--- src/hdl/fifo_demo_pkg.sv ---
// assumes fifo_depth is a power of two equal to the digit count and segments are active high
package fifo_demo_pkg;

    //----------------------------------------------------------------------
    // fifo geometry

    localparam int fifo_width = 4;
    localparam int fifo_depth = 8;
    localparam int ptr_w      = $clog2 (fifo_depth);
    localparam int w_digit    = fifo_depth;
    localparam int w_led      = 8;

    typedef logic [fifo_width - 1:0] nibble_t;
    typedef logic [ptr_w      - 1:0] ptr_t;
    // one extra bit so that a full fifo can be counted
    typedef logic [ptr_w         :0] cnt_t;
    typedef logic [             7:0] seg_t;
    typedef logic [w_digit    - 1:0] digit_t;

    //----------------------------------------------------------------------
    // write data, scrambled so consecutive pushes are easy to tell apart

    localparam nibble_t pattern_table [0:15] = '{
        4'h2, 4'h6, 4'hd, 4'hb, 4'h7, 4'he, 4'hc, 4'h4,
        4'h1, 4'h0, 4'h9, 4'ha, 4'hf, 4'h5, 4'h8, 4'h3 };

    //----------------------------------------------------------------------
    // segment words, a is bit 7 and the dot h is bit 0

    localparam seg_t seg_dash = 8'b0000_0010;
    localparam seg_t seg_dot  = 8'b0000_0001;

    localparam seg_t hex_seg [0:15] = '{
        8'b1111_1100, 8'b0110_0000, 8'b1101_1010, 8'b1111_0010,
        8'b0110_0110, 8'b1011_0110, 8'b1011_1110, 8'b1110_0000,
        8'b1111_1110, 8'b1111_0110, 8'b1110_1110, 8'b0011_1110,
        8'b1001_1100, 8'b0111_1010, 8'b1001_1110, 8'b1000_1110 };

    //----------------------------------------------------------------------
    // timing, in clk cycles

    // one operation per second with a 50 MHz board clock
    localparam int tick_period_default = 50_000_000;
    localparam int scan_period         = 16;
    localparam int scan_w              = $clog2 (scan_period);

endpackage

--- src/hdl/tick_gen.sv ---
// single clk domain only; tick_period must be 2 or more
`timescale 1ns/100ps

module tick_gen
    import fifo_demo_pkg::*;
#(
    parameter int tick_period = tick_period_default
)
(
    input        clk,
    input        rst_n,
    output logic tick
);

    // counter only needs to hold tick_period - 1
    localparam int cnt_w = $clog2 (tick_period);

    logic [cnt_w - 1:0] cnt;

    //----------------------------------------------------------------------
    // down-counter, reloads on zero and fires tick for one cycle

    always_ff @ (posedge clk)
        if (~ rst_n)
        begin
            cnt  <= cnt_w' (tick_period - 1);
            tick <= 1'b0;
        end
        else if (cnt == '0)
        begin
            cnt  <= cnt_w' (tick_period - 1);
            tick <= 1'b1;
        end
        else
        begin
            cnt  <= cnt - 1'b1;
            tick <= 1'b0;
        end

endmodule

--- src/hdl/pattern_source.sv ---
// push must already be gated by full; the sequence repeats every sixteen pushes
`timescale 1ns/100ps

module pattern_source
    import fifo_demo_pkg::*;
(
    input           clk,
    input           rst_n,
    input           push,
    output nibble_t write_data
);

    // one table entry per nibble value, so the index is nibble wide
    nibble_t index;

    //----------------------------------------------------------------------
    // push counter

    // advances in the cycle after each push
    // wraps naturally after the last table entry
    always_ff @ (posedge clk)
        if (~ rst_n)
            index <= '0;
        else if (push)
            index <= index + 1'b1;

    //----------------------------------------------------------------------
    // table lookup

    // combinational from the index, so the data is ready
    // before the push strobe that consumes it
    assign write_data = pattern_table [index];

endmodule

--- src/hdl/debug_fifo.sv ---
// no push into a full fifo and no pop from an empty one, even together with the other strobe
`timescale 1ns/100ps

module debug_fifo
    import fifo_demo_pkg::*;
(
    input                              clk,
    input                              rst_n,
    input                              push,
    input                              pop,
    input  nibble_t                    write_data,

    output nibble_t                    read_data,
    output logic                       empty,
    output logic                       full,
    output cnt_t                       count,

    output logic    [fifo_depth - 1:0] debug_valid,
    output nibble_t [fifo_depth - 1:0] debug_data,
    output ptr_t                       wr_ptr,
    output ptr_t                       rd_ptr
);

    nibble_t [fifo_depth - 1:0] slot_data;
    logic    [fifo_depth - 1:0] slot_valid;
    logic    [fifo_depth - 1:0] valid_next;
    cnt_t                       count_next;

    //----------------------------------------------------------------------
    // storage

    // slot contents only matter while the slot is valid
    always_ff @ (posedge clk)
        if (push)
            slot_data [wr_ptr] <= write_data;

    // pop clears first, push sets second
    // both at once never hit the same slot since
    // the pointers only meet when empty or full
    always_comb
    begin
        valid_next = slot_valid;

        if (pop)
            valid_next [rd_ptr] = 1'b0;

        if (push)
            valid_next [wr_ptr] = 1'b1;
    end

    //----------------------------------------------------------------------
    // pointers, occupancy and flags

    assign count_next = count + cnt_t' (push) - cnt_t' (pop);

    // pointers are log2 of a power-of-two depth, so they wrap by themselves
    always_ff @ (posedge clk)
        if (~ rst_n)
        begin
            wr_ptr     <= '0;
            rd_ptr     <= '0;
            count      <= '0;
            empty      <= 1'b1;
            full       <= 1'b0;
            slot_valid <= '0;
        end
        else
        begin
            if (push)
                wr_ptr <= wr_ptr + 1'b1;

            if (pop)
                rd_ptr <= rd_ptr + 1'b1;

            count      <= count_next;
            // flags come from next-state count so they line up with count
            empty      <= count_next == '0;
            full       <= count_next == cnt_t' (fifo_depth);
            slot_valid <= valid_next;
        end

    //----------------------------------------------------------------------
    // outputs

    assign read_data   = slot_data [rd_ptr];
    assign debug_valid = slot_valid;
    assign debug_data  = slot_data;

    //----------------------------------------------------------------------
    // checks

    // gating lives in the top, these catch a missing guard there
    no_push_when_full : assert property (
        @ (posedge clk) disable iff (~ rst_n) !(push && full));

    no_pop_when_empty : assert property (
        @ (posedge clk) disable iff (~ rst_n) !(pop && empty));

    count_in_range : assert property (
        @ (posedge clk) disable iff (~ rst_n) count <= cnt_t' (fifo_depth));

endmodule

--- src/hdl/fifo_display.sv ---
// segments and digit selects are active high; slot 0 is shown on the leftmost digit
`timescale 1ns/100ps

module fifo_display
    import fifo_demo_pkg::*;
(
    input                              clk,
    input                              rst_n,

    input  logic    [fifo_depth - 1:0] debug_valid,
    input  nibble_t [fifo_depth - 1:0] debug_data,
    input  ptr_t                       wr_ptr,
    input  ptr_t                       rd_ptr,

    output seg_t                       abcdefgh,
    output digit_t                     digit
);

    logic [scan_w - 1:0] scan_cnt;
    logic                scan_step;
    digit_t              digit_next;
    ptr_t                slot;
    seg_t                seg_next;

    //----------------------------------------------------------------------
    // scan timing

    // each digit stays lit for scan_period cycles
    assign scan_step = scan_cnt == scan_w' (scan_period - 1);

    always_ff @ (posedge clk)
        if (~ rst_n)
            scan_cnt <= '0;
        else if (scan_step)
            scan_cnt <= '0;
        else
            scan_cnt <= scan_cnt + 1'b1;

    // rotate right, the rightmost digit wraps back to the leftmost
    assign digit_next = scan_step ? { digit [0], digit [w_digit - 1:1] } : digit;

    //----------------------------------------------------------------------
    // slot selection

    // digit bit i shows slot fifo_depth - 1 - i
    // looked up from the next digit so segments and select stay paired
    always_comb
    begin
        slot = '0;

        for (int i = 0; i < w_digit; i++)
            if (digit_next [i])
                slot = ptr_t' (fifo_depth - 1 - i);
    end

    //----------------------------------------------------------------------
    // segment word

    always_comb
    begin
        if (debug_valid [slot])
            seg_next = hex_seg [debug_data [slot]];
        else
            seg_next = seg_dash;

        // dot marks where the pointers sit
        if (slot == wr_ptr || slot == rd_ptr)
            seg_next = seg_next | seg_dot;
    end

    //----------------------------------------------------------------------
    // output registers

    // reset value matches an empty fifo with both pointers on slot 0
    always_ff @ (posedge clk)
        if (~ rst_n)
        begin
            digit    <= { 1'b1, { (w_digit - 1) { 1'b0 } } };
            abcdefgh <= seg_dash | seg_dot;
        end
        else
        begin
            digit    <= digit_next;
            abcdefgh <= seg_next;
        end

    //----------------------------------------------------------------------
    // checks

    // exactly one digit lit at any time, across the whole rotation
    digit_one_hot : assert property (
        @ (posedge clk) disable iff (~ rst_n) $onehot (digit));

endmodule

--- src/hdl/fifo_demo_top.sv ---
// keys are taken as already synchronous to clk and are sampled only on a tick
`timescale 1ns/100ps

module fifo_demo_top
    import fifo_demo_pkg::*;
#(
    parameter int tick_period = tick_period_default
)
(
    input                        clk,
    input                        rst_n,
    input        [          1:0] key,
    output logic [w_led   - 1:0] led,
    output seg_t                 abcdefgh,
    output digit_t               digit
);

    logic                       tick;
    logic                       push;
    logic                       pop;
    logic                       empty;
    logic                       full;
    nibble_t                    write_data;
    cnt_t                       count;
    logic    [fifo_depth - 1:0] debug_valid;
    nibble_t [fifo_depth - 1:0] debug_data;
    ptr_t                       wr_ptr;
    ptr_t                       rd_ptr;

    //----------------------------------------------------------------------
    // operation strobes

    tick_gen #(.tick_period (tick_period)) u_tick_gen (
        .clk   (clk),
        .rst_n (rst_n),
        .tick  (tick)
    );

    // key[1] pushes, key[0] pops, never against the flags
    assign push = tick & key [1] & ~ full;
    assign pop  = tick & key [0] & ~ empty;

    //----------------------------------------------------------------------
    // datapath

    pattern_source u_pattern_source (
        .clk        (clk),
        .rst_n      (rst_n),
        .push       (push),
        .write_data (write_data)
    );

    // read data has no consumer on the board
    debug_fifo u_debug_fifo (
        .clk         (clk),
        .rst_n       (rst_n),
        .push        (push),
        .pop         (pop),
        .write_data  (write_data),
        .read_data   (),
        .empty       (empty),
        .full        (full),
        .count       (count),
        .debug_valid (debug_valid),
        .debug_data  (debug_data),
        .wr_ptr      (wr_ptr),
        .rd_ptr      (rd_ptr)
    );

    fifo_display u_fifo_display (
        .clk         (clk),
        .rst_n       (rst_n),
        .debug_valid (debug_valid),
        .debug_data  (debug_data),
        .wr_ptr      (wr_ptr),
        .rd_ptr      (rd_ptr),
        .abcdefgh    (abcdefgh),
        .digit       (digit)
    );

    //----------------------------------------------------------------------
    // status leds

    // count on the upper nibble, bits 3 and 2 unused
    assign led = { count, 2'b00, full, empty };

endmodule

--- config.mk ---
export PLATFORM = sky130hd
export DESIGN_NAME = fifo_demo_top
export DESIGN_NICKNAME = d
export VERILOG_FILES = /design/src/hdl/fifo_demo_pkg.sv /design/src/hdl/tick_gen.sv /design/src/hdl/pattern_source.sv /design/src/hdl/debug_fifo.sv /design/src/hdl/fifo_display.sv /design/src/hdl/fifo_demo_top.sv
export SDC_FILE = /design/constraint.sdc
export NUM_CORES = 1
export LEC_CHECK = 0
export BUFFER_PORTS_ARGS = -buffer_cell sky130_fd_sc_hd__buf_2
export CAP_MARGIN = 20
export CORE_ASPECT_RATIO = 0.6
export CORE_MARGIN = 8
export CORE_UTILIZATION = 61
export DETAILED_ROUTE_END_ITERATION = 12
export GPL_TIMING_DRIVEN = 0
export PLACE_DENSITY = 0.76
export SLEW_MARGIN = 20
export SYNTH_ARGS = -nofsm -noshare
export SYNTH_HDL_FRONTEND = slang
export SYNTH_SLANG_ARGS = --single-unit
--- constraint.sdc ---
create_clock -name clk -period 4.4 [get_ports clk]
set_input_delay 0 -clock clk [delete_from_list [all_inputs] [get_ports clk]]
set_output_delay 0 -clock clk [all_outputs]
set_load 0.05 [all_outputs]
* Yosys cells after proc, flatten, opt, wreduce, memory -nomap -nowiden
Memory sizes are Yosys's and may differ from the RTL's.
Cells that the tools add are included.
** Word-level totals
- Memories kept :: 2
- Logic and storage cells :: 89
- Bits in read-only memories :: 192
- Output and inout port bits :: 24
- Flip-flop bits (word level) :: 103
** Operators by class
- Equality and inequality tests :: 4
- Mux-type cells :: 28
- Order comparisons :: 7
- Bitwise gates (word level) :: 12
- $add $sub $neg :: 7
- Reduce and logical (&&, ||, !) cells :: 8
** Memories
- (name not given) :: depth 16, width 8, rd ports 1, clocked after memory_dff 0, wr ports 0, RTL line fifo_display.sv:62 : seg_next = hex_seg [debug_data [slot]];
- (name not given) :: depth 16, width 4, rd ports 1, clocked after memory_dff 0, wr ports 0, RTL line pattern_source.sv:32 : assign write_data = pattern_table [index];
** Operators by type and width (count)
- $mux W8 :: 6
- $bwmux W32 :: 1
- $logic_not A26 Y1 :: 1
- $sub A26 B1 Y26 const B :: 1
- $mux W3 :: 8
- $mux W4 :: 4
- $bmux W4 S3 :: 1
- $demux W4 S3 :: 1
- $lt A3 B4 Y1 const B :: 3
- $ge A5 B5 Y1 const B :: 2
- $not A4 Y5 :: 2
- $add A4 B1 Y4 const B :: 2
- $and A8 B8 Y8 :: 1
- $eq A4 B4 Y1 const B :: 2
- $not A8 Y8 :: 1
- $or A8 B8 Y8 :: 1
- $add A3 B1 Y3 const B :: 2
- $demux W1 S3 :: 2
- $eq A3 B3 Y1 :: 2
- $ge A3 B1 Y1 const B :: 2
- $reduce_or A2 Y1 :: 3
- $add A4 B1 Y4 :: 1
- $and A1 B1 Y1 :: 4
- $logic_not A4 Y1 :: 1
- 6 further kinds :: 12

* Logic depth before layout (Yosys ltp)
- Word-level depth :: 17
- Mapped depth :: 14
- Gate-level depth less buffers :: 12

* Hierarchy
A second synthesis with hierarchy kept.
** Second synthesis, totals
- Cells, all modules :: 520
- Area total of the unflattened synthesis :: 5436.5 um^2
** By module, submodules not included
- debug_fifo :: instances 1, cells an instance 146, area an instance 2163.3 um^2
- fifo_display :: instances 1, cells an instance 197, area an instance 1659.1 um^2
- tick_gen :: instances 1, cells an instance 137, area an instance 1265.0 um^2
- pattern_source :: instances 1, cells an instance 33, area an instance 297.8 um^2
- fifo_demo_top :: instances 1, cells an instance 7, area an instance 51.3 um^2

* Worst setup path after synthesis
Ideal clock, no wire load.
- Path type :: register to register
- Start :: reg u_fifo_display.scan_cnt[0]
- End :: reg u_fifo_display.abcdefgh[4]
- Clock period less this slack :: 3.103 ns
- Buffers on the path :: 2
- Path slack :: 1.297 ns
- Arrival time :: 3.036 ns
- Stages on the path, launching flop included :: 14
- Path through :: dfxtp_1 ha_1 and3_1 clkbuf_1 mux2_2 nor2_2 buf_6 mux2i_1 mux2i_1 mux2_2 ha_1 inv_1 mux4_2 nor2_1
** On the way
- Word-level cells in the longest chain between the ends :: 17
- Elaborated cells on any way between the ends :: 19
- Those cells by class :: eq/ne: 1; mux: 16; bitwise: 1; memory: 1
** Ends and longest elaborated chain
- from (decl) :: RTL line fifo_display.sv:19 : logic [scan_w - 1:0] scan_cnt;
- from (signal assigned) :: RTL line fifo_display.sv:37 : scan_cnt <= scan_cnt + 1'b1;
- $eq A4 B4 Y1 * :: RTL line fifo_display.sv:29 : assign scan_step = scan_cnt == scan_w' (scan_period - 1);
- $mux W8 * :: RTL line fifo_display.sv:40 : assign digit_next = scan_step ? { digit [0], digit [w_digit - 1:1] } : digit;
- $mux W3 (7 in a row) :: RTL line fifo_display.sv:52 : if (digit_next [i])
- $mux W3 * :: RTL line fifo_display.sv:52
- $bmux W4 S3 :: RTL line fifo_display.sv:62
- $mux W4 (not written as such) :: RTL line fifo_display.sv:62
- $not A4 Y5 (not written as such) :: RTL line fifo_display.sv:62
- $mem_v2 Z16 W8
- $mux W8 (not written as such) (2 in a row) :: RTL line fifo_display.sv:62
- $mux W8 * :: RTL line fifo_display.sv:61 : if (debug_valid [slot])
- to (signal assigned) :: RTL line fifo_display.sv:79 : abcdefgh <= seg_dash | seg_dot;
- to (signal assigned) :: RTL line fifo_display.sv:84 : abcdefgh <= seg_next;
- to (decl) :: RTL line fifo_display.sv:15 : output seg_t abcdefgh,
Mark *: on every way between the ends. The rest lies on a longest branch, timed or not. The select of a mux whose other input is x is not followed.
A chain may end at the register's enable or synchronous reset.

* Worst setup path after layout
Same ends and word-level chain as after synthesis.

==> results.txt <==
The adder-cell share of the synthesized area came out at 4.97%. STA classifies the critical path startpoint as a register. The worst register-to-register path has a depth of 13. The final-stage net count came out at 553. The number of port buffers came out at 24. The total detailed-routing wirelength is 10500 um. The number of vias per cell after detailed routing came out at approximately 5.7. The launch point of the worst hold path is key[0].

The layout-stage area growth over the synthesis result is 11.3%. The fraction of synthesized area in multiplexers is 6.80%. The first-pass iteration count of the detailed router is 7.

The via count of the first global-routing pass came out at 3458. The largest net degree at the start of global routing came out at 17. After legalization and detailed placement, the total HPWL measured around 7500 um. The sequential area share after synthesis came out at between 40% and 50%. The number of antenna diodes in the final layout is 0.

The synthesized instance count is 494. The internal reg-to-reg setup slack is 870 ps. The post-layout utilization of the core came out at ~70%. The netlist uses 62 different library cells. The run finished with clean final reports. The post-placement worst setup slack is about 900 ps. Clock-pin slew was measured on the worst setup and hold paths at roughly 70 ps. In the global route stage, overall resource usage came out at 18.7%.

The area of the placeable core is slightly below 8000 um^2. During I/O placement, the number of pins put on the boundary was 28. The cell sitting at the root of the clock tree is a sky130_fd_sc_hd__clkbuf_16. For the pin with the worst max-slew slack, the measured transition is 939 ps.

In this run, the number of DRC markers left after iteration 0 of detailed routing was 331. The storage element area came out at between 2000 and 2500 um^2. The total clock sinks came out at ~100. In this run the worst hold path is classified as primary input to register.

The tool flagged a number of max-cap violations equal to 0. The setup TNS came out at 0 ps. The final weighted congestion of routability-driven global placement came out at 0.868. The worst hold path terminates at u_debug_fifo.rd_ptr[0]. The initial antenna violation count is 0. After floorplanning, the core was divided into 25 placement rows. The height of the die came out at around 86 um. The count of pins over their slew limit is 0.

The clock arrives with 5.62 ps of skew. The first global-routing pass estimated ~17000 um of wire. In the final layout, the share of cells above drive strength 1 is between 10% and 20%. Of all flip-flops after synthesis, the portion carrying an async set or reset was 0%. IR analysis of the VDD net gives a maximum drop of around 220 uV. The number of endpoints with negative hold slack in the final report is 0. In the layout the commonest cells are 71 x sky130_fd_sc_hd__dfxtp_1, 53 x sky130_fd_sc_hd__nand2_1, 48 x sky130_fd_sc_hd__nor2_1. Gates resized during post-CTS repair numbered 0.

The synthesized netlist devotes between 15 and 20% of its cell area to simple gates. The width of the chip is around 130 um. The buffer count from post-CTS setup fixing is 0.

Setup repair after global routing left no endpoint under its margin. In this run the critical register-to-register path is launched from u_fifo_display.scan_cnt[0]. The synthesized netlist devotes around 13% of its cell area to compound gates. The synthesized cell area is slightly below 5000 um^2.

The final routed DRC violation total is 0. The clock tree from TritonCTS is yes. The peak fanout along the critical path came out at 10. The slack of the critical path is a little under 900 ps. The synthesized design contains slightly above 100 register bits. The number of warnings printed during yosys synthesis is 0. The areal power density over the cells is 325 nW/um^2.

The overall overflow remaining after global route is 0. The capturing element type of the critical path is a register. STA puts the critical path data arrival time at ~3800 ps. The average wire per standard cell came out at between 15 and 20 um. The clock buffer count from CTS is 9. The reported leakage power is 0.00203 uW. The average instance area after synthesis came out at between 9 and 10 um^2. The setup-violating endpoint count in the final report is 0. The count of nets left with antenna violations after detail routing came out at 0.

The main combinational cell family by area after synthesis is simple AND/OR/NAND/NOR gates. The final period utilization is approximately four fifths. The area occupied by multi-input gates came out at roughly 2400 um^2. The number of enable flip-flop cells after synthesis is 32. The most common cell after layout, fill and taps aside is sky130_fd_sc_hd__dfxtp_1.

For the worst-skew pair, the clock arrives at the later sink with an insertion delay of between 300 and 400 ps. The maximum number of buffers from clock root to sink came out at 2. The worst pin sits at a relative slew slack of ~37%.

The depth of the CTS H-tree is 3. In the synthesized netlist the dominant register cell turns out to be sky130_fd_sc_hd__dfxtp_1. The number of hold buffers added after CTS was 0. The worst path needs about 3500 ps of the cycle, external delays included. The floorplan step defined a die boundary enclosing ~11000 um^2. The data required time of the critical path came out at around 4700 ps. The routed layout has between 3000 and 4000 vias. The timing-limited maximum frequency came out at roughly 0.28 GHz. The post-layout total power is between 1500 and 2000 uW. The effective utilization at floorplan came out at between 60% and 70%. The category of the most critical setup path is register to register. The number of cells on the worst hold path is 4. The end of the worst register-to-register path is u_fifo_display.abcdefgh[4].

The final-layout fill cell count came out at 600. The parity-gate share of the synthesized area counting xor and xnor cells came out at between 6 and 7%.
-- power by group --
group | switching [uW] | total, uW | internal (uW)
registers | 4.78 | 982 | 977
clock network | 343 | 774 | 432
logic | 19.8 | 28.3 | 8.50
-- routing by layer --
| metal | GRT usage [%] | wire, um |
|---|---|---|
| met5 | 0 | 0 |
| met4 | 5.70 | 82 |
| met3 | 6.01 | 820 |
| met2 | 27.9 | 4510 |
| met1 | 25.2 | 5080 |
-- sequential cells by signal (all words and copies together) (netlist names) --
signal	cells
u_debug_fifo.full	1
u_pattern_source.index	4
u_fifo_display.abcdefgh	8
u_debug_fifo.empty	1
u_debug_fifo.count	4
u_fifo_display.scan_cnt	4
u_tick_gen.cnt	26
u_fifo_display.digit	8
u_debug_fifo.rd_ptr	3
u_tick_gen.tick	1
u_debug_fifo.debug_data	32
u_debug_fifo.debug_valid	8
u_debug_fifo.wr_ptr	3
-- worst max-delay path, stage by stage (launching register included) --
cell                       delay (ps)
sky130_fd_sc_hd__dfxtp_1          380
sky130_fd_sc_hd__ha_1             260
sky130_fd_sc_hd__and3_1           170
sky130_fd_sc_hd__clkbuf_1         230
sky130_fd_sc_hd__mux2_2           450
sky130_fd_sc_hd__nor2_2           230
sky130_fd_sc_hd__buf_6            210
sky130_fd_sc_hd__mux2i_1          200
sky130_fd_sc_hd__mux2i_1          110
sky130_fd_sc_hd__mux2_4           340
sky130_fd_sc_hd__ha_1             290
sky130_fd_sc_hd__inv_1             40
sky130_fd_sc_hd__mux4_2           460
sky130_fd_sc_hd__nor2_1            90
-- synth_stat cells (all sizes together) (13+ instances only) --
cell	number	area (um^2)
a21oi	23	115
dfxtp	71	1420
edfxtp	32	961
ha	18	225
inv	23	86.3
mux2i	20	200
nand2	53	199
nand3	19	100
nor2	50	193
nor3	16	80.1
o21a	13	97.6
o21ai	24	131
xnor2	23	201
-- worst max-delay path by stage --
stage / startpoint / to
2_1_floorplan: u_fifo_display.scan_cnt[0] / u_fifo_display.abcdefgh[4]
3_3_place_gp: u_fifo_display.scan_cnt[0] / u_fifo_display.abcdefgh[4]
3_5_place_dp: u_fifo_display.scan_cnt[0] / u_fifo_display.abcdefgh[4]
4_1_cts: u_fifo_display.scan_cnt[0] / u_fifo_display.abcdefgh[4]
5_1_grt: u_fifo_display.scan_cnt[0] / u_fifo_display.abcdefgh[4]
6_report: u_fifo_display.scan_cnt[0] / u_fifo_display.abcdefgh[4]
-- cells by family (layout without fill, tap and decap cells) --
kind of cell / count (synthesis) / after routing
fa+ha+maj: 19 / 19
mux: 28 / 28
flops: 103 / 103
compound gates: 88 / 88
simple gates: 175 / 175
xor+xnor: 35 / 35
buf+inv: 45 / 85
other cells: 1 / 2
-- stage by stage --
stage / area, um^2 / hold WS, ps / cells
5_1_grt: 5490 / 137 / 643
6_report: 5490 / 113 / 643
3_5_place_dp: 5200 / 413 / 627
3_3_place_gp: 5190 / 392 / 627
4_1_cts: 5490 / 99.7 / 643
2_1_floorplan: 4930 / 288 / 495
-- final cells by class --
type | count | share of cell area [%]
buffer | 21 | 2.05
tap | 108 | 2.46
clock buffer | 11 | 4.81
multi-input combinational | 347 | 42.9
sequential | 103 | 43.4
clock inverter | 5 | 0.524
inverter | 24 | 1.64
timing repair buffer | 24 | 2.19
No activity file was read; power rests on OpenSTA's default activity.
